## config.mk

```make
export PLATFORM = sky130hd
export DESIGN_NAME = branch_unit_top
export DESIGN_NICKNAME = d
export VERILOG_FILES = /design/src/rtl/lc3b_types.sv /design/src/rtl/ex_mem_resolve_if.sv /design/src/rtl/branch_unit_top.sv /design/src/rtl/branch_controller.sv /design/src/rtl/fetch_stage.sv /design/src/rtl/branch_predictor.sv /design/src/rtl/branch_waterfall_queue.sv
export SDC_FILE = /design/constraint.sdc
export NUM_CORES = 1
export LEC_CHECK = 0
export BUFFER_PORTS_ARGS = -buffer_cell sky130_fd_sc_hd__buf_4
export CAP_MARGIN = 15
export CORE_ASPECT_RATIO = 1.4
export CORE_MARGIN = 4
export CORE_UTILIZATION = 32
export CTS_BUF_LIST = sky130_fd_sc_hd__clkbuf_2 sky130_fd_sc_hd__clkbuf_4 sky130_fd_sc_hd__clkbuf_8
export DETAILED_ROUTE_END_ITERATION = 10
export PLACE_DENSITY = 0.45
export SYNTH_ARGS = -nofsm -noshare
export SYNTH_HDL_FRONTEND = slang
export SYNTH_SLANG_ARGS = --single-unit
```

## constraint.sdc

```tcl
create_clock -name clk -period 6.5 [get_ports clk]
set_clock_uncertainty 0.1 [all_clocks]
set_input_delay 0.65 -clock clk [delete_from_list [all_inputs] [get_ports clk]]
set_output_delay 0.65 -clock clk [all_outputs]
set_load 0.05 [all_outputs]
```

## src/rtl/lc3b_types.sv

```systemverilog
`default_nettype none

package lc3b_types;

    // width of the pattern history table index
    parameter int PHT_INDEX_BITS = 6;

    typedef logic [15:0] lc3b_word;

    // --------------------
    // opcodes
    typedef enum logic [3:0] {
        op_br   = 4'b0000,
        op_add  = 4'b0001,
        op_ldb  = 4'b0010,
        op_stb  = 4'b0011,
        op_jsr  = 4'b0100,
        op_and  = 4'b0101,
        op_ldr  = 4'b0110,
        op_str  = 4'b0111,
        op_rti  = 4'b1000,
        op_not  = 4'b1001,
        op_ldi  = 4'b1010,
        op_sti  = 4'b1011,
        op_jmp  = 4'b1100,
        op_shf  = 4'b1101,
        op_lea  = 4'b1110,
        op_trap = 4'b1111
    } lc3b_opcode;

    // --------------------
    // next-pc sources
    typedef enum logic [2:0] {
        lc3b_pc_mux_sel_pc_plus2           = 3'd0,
        lc3b_pc_mux_sel_alu                = 3'd1, // jmp, jsrr
        lc3b_pc_mux_sel_pcn                = 3'd2, // jsr offset
        lc3b_pc_mux_sel_mdr                = 3'd3, // trap vector
        lc3b_pc_mux_sel_branch_address     = 3'd4,
        lc3b_pc_mux_sel_mispredict_address = 3'd5
    } lc3b_pc_mux_sel;

    // --------------------
    // barrier flush request
    typedef struct packed {
        logic active;
        logic barrier_if_id_reset;
        logic barrier_id_ex_reset;
        logic barrier_ex_mem_reset;
        logic barrier_mem_wb_reset;
    } lc3b_pipeline_control_word;

    // one in-flight branch
    typedef struct packed {
        lc3b_word                  alternate_address; // pc if the guess was wrong
        logic                      prediction;
        logic [PHT_INDEX_BITS-1:0] pht_index;
    } lc3b_branch_entry;

endpackage : lc3b_types

`default_nettype wire
```

## src/rtl/ex_mem_resolve_if.sv

```systemverilog
`timescale 1ns/1ps
`default_nettype none

interface ex_mem_resolve_if;
    import lc3b_types::*;

    logic           valid;
    lc3b_opcode     opcode;
    lc3b_word       alu;
    lc3b_word       pcn;
    lc3b_pc_mux_sel pc_mux_sel; // from the ex/mem control word
    logic           br_en;      // from mem stage

    modport barrier (
        output valid, opcode, alu, pcn, pc_mux_sel, br_en
    );

    modport controller (
        input valid, opcode, alu, pcn, pc_mux_sel, br_en
    );

endinterface : ex_mem_resolve_if

`default_nettype wire

```

## src/rtl/branch_unit_top.sv

```systemverilog
`timescale 1ns/1ps
`default_nettype none

module branch_unit_top #(
    parameter lc3b_types::lc3b_word reset_vector = 16'h0000,
    parameter int                   queue_depth  = 4,
    parameter int                   index_bits   = lc3b_types::PHT_INDEX_BITS
) (
    input  logic                       clk,
    input  logic                       reset,
    input  logic                       stall,
    input  lc3b_types::lc3b_word       if_ir,
    input  logic                       if_valid,
    input  logic                       ex_mem_valid,
    input  lc3b_types::lc3b_opcode     ex_mem_opcode,
    input  lc3b_types::lc3b_word       ex_mem_alu,
    input  lc3b_types::lc3b_word       ex_mem_pcn,
    input  lc3b_types::lc3b_pc_mux_sel ex_mem_pc_mux_sel,
    input  logic                       mem_br_en,
    input  logic                       mem_wb_valid,
    input  lc3b_types::lc3b_opcode     mem_wb_opcode,
    input  lc3b_types::lc3b_word       mem_wb_mdr,
    output lc3b_types::lc3b_word       if_pc,
    output lc3b_types::lc3b_word       pc_out,
    output lc3b_types::lc3b_word       pc_plus2_out,
    output logic                       flush_active,
    output logic                       flush_if_id,
    output logic                       flush_id_ex,
    output logic                       flush_ex_mem,
    output logic                       flush_mem_wb,
    output logic                       debug_prediction_correct,
    output logic                       debug_prediction_incorrect
);
    import lc3b_types::*;

    lc3b_pipeline_control_word control_request;
    logic                      prediction;
    logic                      train;
    logic                      train_taken;
    logic [index_bits-1:0]     train_index;

    ex_mem_resolve_if ex_mem_bus ();

    // --------------------
    // ex/mem barrier fields
    assign ex_mem_bus.valid      = ex_mem_valid;
    assign ex_mem_bus.opcode     = ex_mem_opcode;
    assign ex_mem_bus.alu        = ex_mem_alu;
    assign ex_mem_bus.pcn        = ex_mem_pcn;
    assign ex_mem_bus.pc_mux_sel = ex_mem_pc_mux_sel;
    assign ex_mem_bus.br_en      = mem_br_en;

    assign flush_active = control_request.active;
    assign flush_if_id  = control_request.barrier_if_id_reset;
    assign flush_id_ex  = control_request.barrier_id_ex_reset;
    assign flush_ex_mem = control_request.barrier_ex_mem_reset;
    assign flush_mem_wb = control_request.barrier_mem_wb_reset;

    fetch_stage #(
        .reset_vector (reset_vector),
        .index_bits   (index_bits)
    ) i_fetch (
        .clk         (clk),
        .reset       (reset),
        .stall       (stall),
        .next_pc     (pc_out),
        .pc          (if_pc),
        .prediction  (prediction),
        .train       (train),
        .train_taken (train_taken),
        .train_index (train_index)
    );

    branch_controller #(
        .queue_depth (queue_depth),
        .index_bits  (index_bits)
    ) i_controller (
        .clk                        (clk),
        .reset                      (reset),
        .if_ir                      (if_ir),
        .if_pc                      (if_pc),
        .if_valid                   (if_valid),
        .branch_prediction          (prediction),
        .ex_mem                     (ex_mem_bus.controller),
        .mem_wb_mdr                 (mem_wb_mdr),
        .mem_wb_opcode              (mem_wb_opcode),
        .mem_wb_valid               (mem_wb_valid),
        .pc_out                     (pc_out),
        .pc_plus2_out               (pc_plus2_out),
        .control_request            (control_request),
        .train                      (train),
        .train_taken                (train_taken),
        .train_index                (train_index),
        .debug_prediction_correct   (debug_prediction_correct),
        .debug_prediction_incorrect (debug_prediction_incorrect)
    );

endmodule : branch_unit_top

`default_nettype wire

```

## src/rtl/branch_controller.sv

```systemverilog
`timescale 1ns/1ps
`default_nettype none

module branch_controller #(
    parameter int queue_depth = 4,
    parameter int index_bits  = 6
) (
    input  logic                                  clk,
    input  logic                                  reset,
    input  lc3b_types::lc3b_word                  if_ir,
    input  lc3b_types::lc3b_word                  if_pc,
    input  logic                                  if_valid,
    input  logic                                  branch_prediction,
    ex_mem_resolve_if.controller                  ex_mem,
    input  lc3b_types::lc3b_word                  mem_wb_mdr,
    input  lc3b_types::lc3b_opcode                mem_wb_opcode,
    input  logic                                  mem_wb_valid,
    output lc3b_types::lc3b_word                  pc_out,
    output lc3b_types::lc3b_word                  pc_plus2_out,
    output lc3b_types::lc3b_pipeline_control_word control_request,
    output logic                                  train,
    output logic                                  train_taken,
    output logic [index_bits-1:0]                 train_index,
    output logic                                  debug_prediction_correct,
    output logic                                  debug_prediction_incorrect
);
    import lc3b_types::*;

    lc3b_opcode       if_opcode;
    lc3b_word         branch_address;
    lc3b_pc_mux_sel   pc_mux_sel;
    lc3b_branch_entry push_entry;
    lc3b_branch_entry head_entry;
    logic             if_br;
    logic             ex_br;
    logic             ex_jump;
    logic             ex_trap;
    logic             wb_trap;
    logic             mispredict;
    logic             queue_flush;
    logic [$clog2(queue_depth+1)-1:0] queue_count;

    assign if_opcode      = lc3b_opcode'(if_ir[15:12]);
    assign branch_address = if_pc + {7'b0, if_ir[8:0]};
    assign pc_plus2_out   = if_pc + 16'd2;

    assign if_br   = if_valid && (if_opcode == op_br);
    assign ex_br   = ex_mem.valid && (ex_mem.opcode == op_br);
    assign ex_jump = ex_mem.valid && (ex_mem.opcode == op_jmp || ex_mem.opcode == op_jsr);
    assign ex_trap = ex_mem.valid && (ex_mem.opcode == op_trap);
    assign wb_trap = mem_wb_valid && (mem_wb_opcode == op_trap);

    assign mispredict  = ex_br && (head_entry.prediction != ex_mem.br_en);
    assign queue_flush = mispredict || ex_jump || ex_trap; // younger branches are squashed

    // --------------------
    // in-flight predictions
    always_comb begin
        push_entry.prediction        = branch_prediction;
        push_entry.alternate_address = branch_prediction ? pc_plus2_out : branch_address;
        push_entry.pht_index         = if_pc[index_bits:1];
    end

    branch_waterfall_queue #(
        .payload_t (lc3b_branch_entry),
        .depth     (queue_depth)
    ) i_queue (
        .clk       (clk),
        .reset     (reset),
        .push      (if_br),
        .pop       (ex_br),
        .flush     (queue_flush),
        .push_data (push_entry),
        .head      (head_entry),
        .count     (queue_count)
    );

    // --------------------
    // pc source and flushes, lowest priority first
    always_comb begin
        pc_mux_sel                 = lc3b_pc_mux_sel_pc_plus2;
        control_request            = '0;
        debug_prediction_correct   = 1'b0;
        debug_prediction_incorrect = 1'b0;

        if (if_br && branch_prediction) begin
            pc_mux_sel = lc3b_pc_mux_sel_branch_address;
        end

        if (ex_br) begin
            if (mispredict) begin
                debug_prediction_incorrect           = 1'b1;
                pc_mux_sel                           = lc3b_pc_mux_sel_mispredict_address;
                control_request.barrier_if_id_reset  = 1'b1;
                control_request.barrier_id_ex_reset  = 1'b1;
                control_request.barrier_ex_mem_reset = 1'b1;
            end else begin
                debug_prediction_correct = 1'b1;
                pc_mux_sel               = lc3b_pc_mux_sel_pc_plus2;
            end
        end

        if (ex_trap || ex_jump) begin
            control_request.barrier_if_id_reset  = 1'b1;
            control_request.barrier_id_ex_reset  = 1'b1;
            control_request.barrier_ex_mem_reset = 1'b1;
        end

        if (ex_jump) begin
            pc_mux_sel = ex_mem.pc_mux_sel; // alu or pcn
        end

        if (wb_trap) begin
            pc_mux_sel                           = lc3b_pc_mux_sel_mdr;
            control_request.barrier_if_id_reset  = 1'b1;
            control_request.barrier_id_ex_reset  = 1'b1;
            control_request.barrier_ex_mem_reset = 1'b1;
            control_request.barrier_mem_wb_reset = 1'b1;
        end

        control_request.active = control_request.barrier_if_id_reset
                              || control_request.barrier_mem_wb_reset;
    end

    always_comb begin
        case (pc_mux_sel)
            lc3b_pc_mux_sel_alu:                pc_out = ex_mem.alu;
            lc3b_pc_mux_sel_pcn:                pc_out = ex_mem.pcn;
            lc3b_pc_mux_sel_mdr:                pc_out = mem_wb_mdr;
            lc3b_pc_mux_sel_branch_address:     pc_out = branch_address;
            lc3b_pc_mux_sel_mispredict_address: pc_out = head_entry.alternate_address;
            default:                            pc_out = pc_plus2_out;
        endcase
    end

    // --------------------
    // predictor training, one cycle after resolve
    always_ff @(posedge clk) begin
        if (reset) begin
            train <= 1'b0;
        end else begin
            train <= ex_br && (queue_count != '0);
        end
    end

    always_ff @(posedge clk) begin
        train_taken <= ex_mem.br_en;
        train_index <= head_entry.pht_index;
    end

endmodule : branch_controller

`default_nettype wire

```

## src/rtl/fetch_stage.sv

```systemverilog
`timescale 1ns/1ps
`default_nettype none

module fetch_stage #(
    parameter lc3b_types::lc3b_word reset_vector = 16'h0000,
    parameter int                   index_bits   = 6
) (
    input  logic                  clk,
    input  logic                  reset,
    input  logic                  stall,
    input  lc3b_types::lc3b_word  next_pc,
    output lc3b_types::lc3b_word  pc,
    output logic                  prediction,
    input  logic                  train,
    input  logic                  train_taken,
    input  logic [index_bits-1:0] train_index
);

    // --------------------
    // program counter
    always_ff @(posedge clk) begin
        if (reset) begin
            pc <= reset_vector;
        end else if (!stall) begin
            pc <= next_pc;
        end
    end

    // word address selects the counter
    branch_predictor #(
        .index_bits(index_bits)
    ) i_predictor (
        .clk          (clk),
        .reset        (reset),
        .read_index   (pc[index_bits:1]),
        .prediction   (prediction),
        .update       (train),
        .taken        (train_taken),
        .update_index (train_index)
    );

endmodule : fetch_stage

`default_nettype wire

```

## src/rtl/branch_predictor.sv

```systemverilog
`timescale 1ns/1ps
`default_nettype none

module branch_predictor #(
    parameter int index_bits = 6
) (
    input  logic                  clk,
    input  logic                  reset,
    input  logic [index_bits-1:0] read_index,
    output logic                  prediction,
    input  logic                  update,
    input  logic                  taken,
    input  logic [index_bits-1:0] update_index
);

    localparam int entries = 2 ** index_bits;

    // --------------------
    // pattern history table
    logic [1:0] pht [entries];
    logic [1:0] current;

    assign prediction = pht[read_index][1]; // upper bit is the guess
    assign current    = pht[update_index];

    always_ff @(posedge clk) begin
        if (reset) begin
            for (int i = 0; i < entries; i++) begin
                pht[i] <= 2'b01; // weakly not taken
            end
        end else if (update) begin
            if (taken) begin
                if (current != 2'b11) begin
                    pht[update_index] <= current + 2'b01;
                end
            end else begin
                if (current != 2'b00) begin
                    pht[update_index] <= current - 2'b01;
                end
            end
        end
    end

endmodule : branch_predictor

`default_nettype wire

```

## src/rtl/branch_waterfall_queue.sv

```systemverilog
`timescale 1ns/1ps
`default_nettype none

module branch_waterfall_queue #(
    parameter type payload_t = logic [15:0],
    parameter int  depth     = 4
) (
    input  logic                       clk,
    input  logic                       reset,
    input  logic                       push,
    input  logic                       pop,
    input  logic                       flush,
    input  payload_t                   push_data,
    output payload_t                   head,
    output logic [$clog2(depth+1)-1:0] count
);

    localparam int ptr_bits = (depth > 1) ? $clog2(depth) : 1;

    payload_t            entries [depth];
    logic [ptr_bits-1:0] rd_ptr;
    logic [ptr_bits-1:0] wr_ptr;
    logic                do_push;
    logic                do_pop;

    assign do_pop  = pop && (count != '0) && !flush;
    assign do_push = push && (count != ($clog2(depth+1))'(depth)) && !flush; // full drops

    // oldest entry, zero when empty
    assign head = (count != '0) ? entries[rd_ptr] : '0;

    always_ff @(posedge clk) begin
        if (do_push) begin
            entries[wr_ptr] <= push_data;
        end
    end

    always_ff @(posedge clk) begin
        if (reset || flush) begin
            rd_ptr <= '0;
            wr_ptr <= '0;
            count  <= '0;
        end else begin
            if (do_push) begin
                wr_ptr <= (wr_ptr == ptr_bits'(depth - 1)) ? '0 : wr_ptr + 1'b1;
            end
            if (do_pop) begin
                rd_ptr <= (rd_ptr == ptr_bits'(depth - 1)) ? '0 : rd_ptr + 1'b1;
            end
            case ({do_push, do_pop})
                2'b10:   count <= count + 1'b1;
                2'b01:   count <= count - 1'b1;
                default: count <= count;   // both or neither
            endcase
        end
    end

endmodule : branch_waterfall_queue

`default_nettype wire

```

==> impl_metrics.csv <==
group,metric,value,unit
synthesis,synth_cell_types,77,
synthesis,synth.cell_area,0.0138,mm^2
synthesis,synthCells,1170,
floorplanning,core_area,0.0424,mm^2
clock_tree,cts-resized-gates,0,
timing,slew_violations,0,
drt,initialDrtViolationCount,655,
timing,setup_viol,0,
critical_path,crit_arrival,4.37,ns
power_and_ir_drop,p_leak,5.50,nW
global_route,grt_pass1_wl,67.8,mm
final_layout,layout_commonest_cell,"edfxtp_1",
global_route,grt_use_met1,0.234,
timing,whs,0.121,ns
synthesis,synth-seq-cells,259,
global_route,grt_pass1_vias,10665,
clock_tree,cts.path.max_buffers,3,
final_layout,nNetsFinal,1383,
global_route,grtUsageMet3,0.0263,
clock_tree,clk_pin_slew,0.06,ns
clock_tree,numCtsBuffers,43,
critical_path,cp_data_required_time,5.75,ns
synthesis,synth_edf_count,220,
drt,antenna_left,0,
clock_tree,insertion_delay,0.56,ns
job,drv_cap,0,
floorplanning,die_h,254,um
floorplanning,start_util,0.325,
synthesis,synthArstFlopShare,0,
drt,wire_per_inst,24.9,um
outcome,outcome,"complete, no violations",
synthesis,synth_seq_area_share,0.536,
synthesis,synth_ff_type,"edfxtp_1",
final_layout,final_cell_mix,"220 x edfxtp_1, 159 x buf_4, 154 x nand2_1",
drt,firstDrtPassIters,7,
timing,hold_viol,0,
power_and_ir_drop,powerDensity,244,mW/mm^2
final_layout,fill_cells,4207,
placement,gp_congestion,0.856,
synthesis,yosysWarningCount,0,
global_route,grt_max_degree,62,
power_and_ir_drop,peakVddDrop,0.142,mV
timing,max_freq,195,MHz
min_path,worstHoldPathType,"input port to flop",
drt,route.detailed.drc,0,
clock_tree,cts.htree.levels,2,
synthesis,synth_nets,1270,
global_route,antenna_found_initial,0,
placement,dp_hpwl,32.4,mm
critical_path,crit_fanout,19,
global_route,grt_overflow,0,
timing,fin_crit,5.12,ns
global_route,track_usage,0.195,
drt,vias_per_cell,5.42,
drt,totalWireLength,46.3,mm
clock_tree,cts_root_buffer,"clkbuf_8",
placement,io_buffers,133,
final_layout,final_util,0.381,
clock_tree,cts_tree,"done",
final_layout,syn_to_final_growth,17.2,%
timing,slew_headroom,0.324,
floorplanning,die_x,183,um
critical_path,startpoint_type,"flop",
timing,worst_pin_slew,1.01,ns
synthesis,syn_avg_cell_area,11.8,um^2
clock_tree,cts.sinks,259,
floorplanning,die_area,0.0465,mm^2
clock_tree,postCtsSetupRepairBufs,0,
timing,finalSetupTns,0,ns
timing,period_share,0.788,
critical_path,cp-end-kind,"output pin",
floorplanning,design.portCount,137,
floorplanning,num_rows,89,
global_route,met2_usage,0.361,
critical_path,critical_path_class,"flop to output pin",
drt,vias,10098,
global_route,grt_most_used_layer,"met2",
timing,grt_setup_unrepaired,"no",
final_layout,drive_above_1_share,0.256,
clock_tree,holdBufCountCts,0,
power_and_ir_drop,power,3.94,mW
## worst paths after layout
kind	endpoint	from	slack (ns)	cells after the start
hold / removal	i_controller.train_taken	mem_br_en	0.12	1
setup reg to reg	i_fetch.i_predictor.pht[39][0]	i_controller.train_index[1]	1.56	9
hold reg to reg	i_controller.i_queue.rd_ptr[1]	i_controller.i_queue.rd_ptr[1]	0.40	2
setup / recovery	pc_out[11]	flop	1.38	11
## synth_stat cells (7+ instances only)
| cell type | count | area, um^2 |
|---|---|---|
| a311oi_1 | 11 | 96.3 |
| nand4_1 | 7 | 43.8 |
| o211ai_1 | 15 | 113 |
| and3_1 | 17 | 106 |
| clkbuf_1 | 44 | 165 |
| xnor2_1 | 22 | 193 |
| nor3_1 | 11 | 55.1 |
| nand3_1 | 19 | 95.1 |
| a21o_1 | 13 | 97.6 |
| a22oi_1 | 17 | 128 |
| edfxtp_1 | 220 | 6610 |
| and2_1 | 12 | 75.1 |
| mux4_2 | 60 | 1350 |
| buf_1 | 9 | 33.8 |
| mux2_2 | 11 | 124 |
| xor2_1 | 15 | 131 |
| a21oi_1 | 29 | 145 |
| dfxtp_1 | 39 | 781 |
| a22o_1 | 8 | 70.1 |
| buf_2 | 18 | 90.1 |
| o21ai_1 | 19 | 95.1 |
| inv_1 | 21 | 78.8 |
| o21ai_0 | 77 | 385 |
| nand2_1 | 154 | 578 |
| or3_1 | 7 | 43.8 |
| ha_1 | 16 | 200 |
| mux2i_1 | 38 | 380 |
| buf_6 | 7 | 78.8 |
| nor2_1 | 125 | 469 |
| nand3b_1 | 7 | 52.6 |
| buf_4 | 13 | 97.6 |
## cell families after synthesis
kind of cell	after synthesis	share of synthesized area
compound gates	236	0.111
xor+xnor	38	0.0247
mux	110	0.136
flops	259	0.536
buf+inv	113	0.0397
fa+ha+maj	18	0.0174
simple gates	396	0.136
## final cells by class
class / instances / area [um^2] / share of cell area
flip-flops and latches: 259 / 7390 / 0.458
multi-input cells: 798 / 5870 / 0.363
repair buffers: 159 / 1190 / 0.0739
clock buffers: 72 / 903 / 0.0559
well taps: 546 / 683 / 0.0423
inverters: 22 / 82.6 / 0.00511
clock inverters: 7 / 31.3 / 0.00194
diodes: 1 / 2.50 / 0.000155
## sequential cells by signal, summed over array words and instances (netlist names), named ones only
name	flops
i_controller.train_index	6
i_controller.i_queue.wr_ptr	2
i_controller.i_queue.rd_ptr	2
i_controller.i_queue.entries	92
i_fetch.pc	16
i_controller.train_taken	1
i_fetch.i_predictor.pht	128
i_controller.train	1
i_controller.i_queue.count	3
## critical path, stage by stage (launching register included)
cell and delay [ns]:
dfxtp_1 0.94, buf_4 0.28, mux4_2 0.50, o22ai_1 0.19
a311o_1 0.25, nand3b_1 0.16, o21ai_1 0.21, o31ai_2 0.27
buf_4 0.33, a21oi_1 0.10, o21ai_0 0.30, buf_4 0.27
## per-stage QoR
step	worst slack, ns	area (um^2)	cells
CTS	1.34	16200	1863
floorplan	1.95	13800	1170
global placement	1.58	15200	1784
global route	1.12	16200	1863
detailed placement	1.57	15200	1784
finish	1.38	16200	1864
## metal layers
layer / vias to the layer above / part of all wire
li1: 4634 / -
met1: 5076 / 0.40
met2: 313 / 0.54
met3: 75 / 0.039
met4: 0 / 0.027
met5: - / 0
## report_power, final
group,switching (mW),internal (mW)
registers,0.0516,1.85
clock network,0.665,0.874
logic,0.320,0.183
total,1.04,2.91
Note: power is estimated with default switching activity, not from simulation.
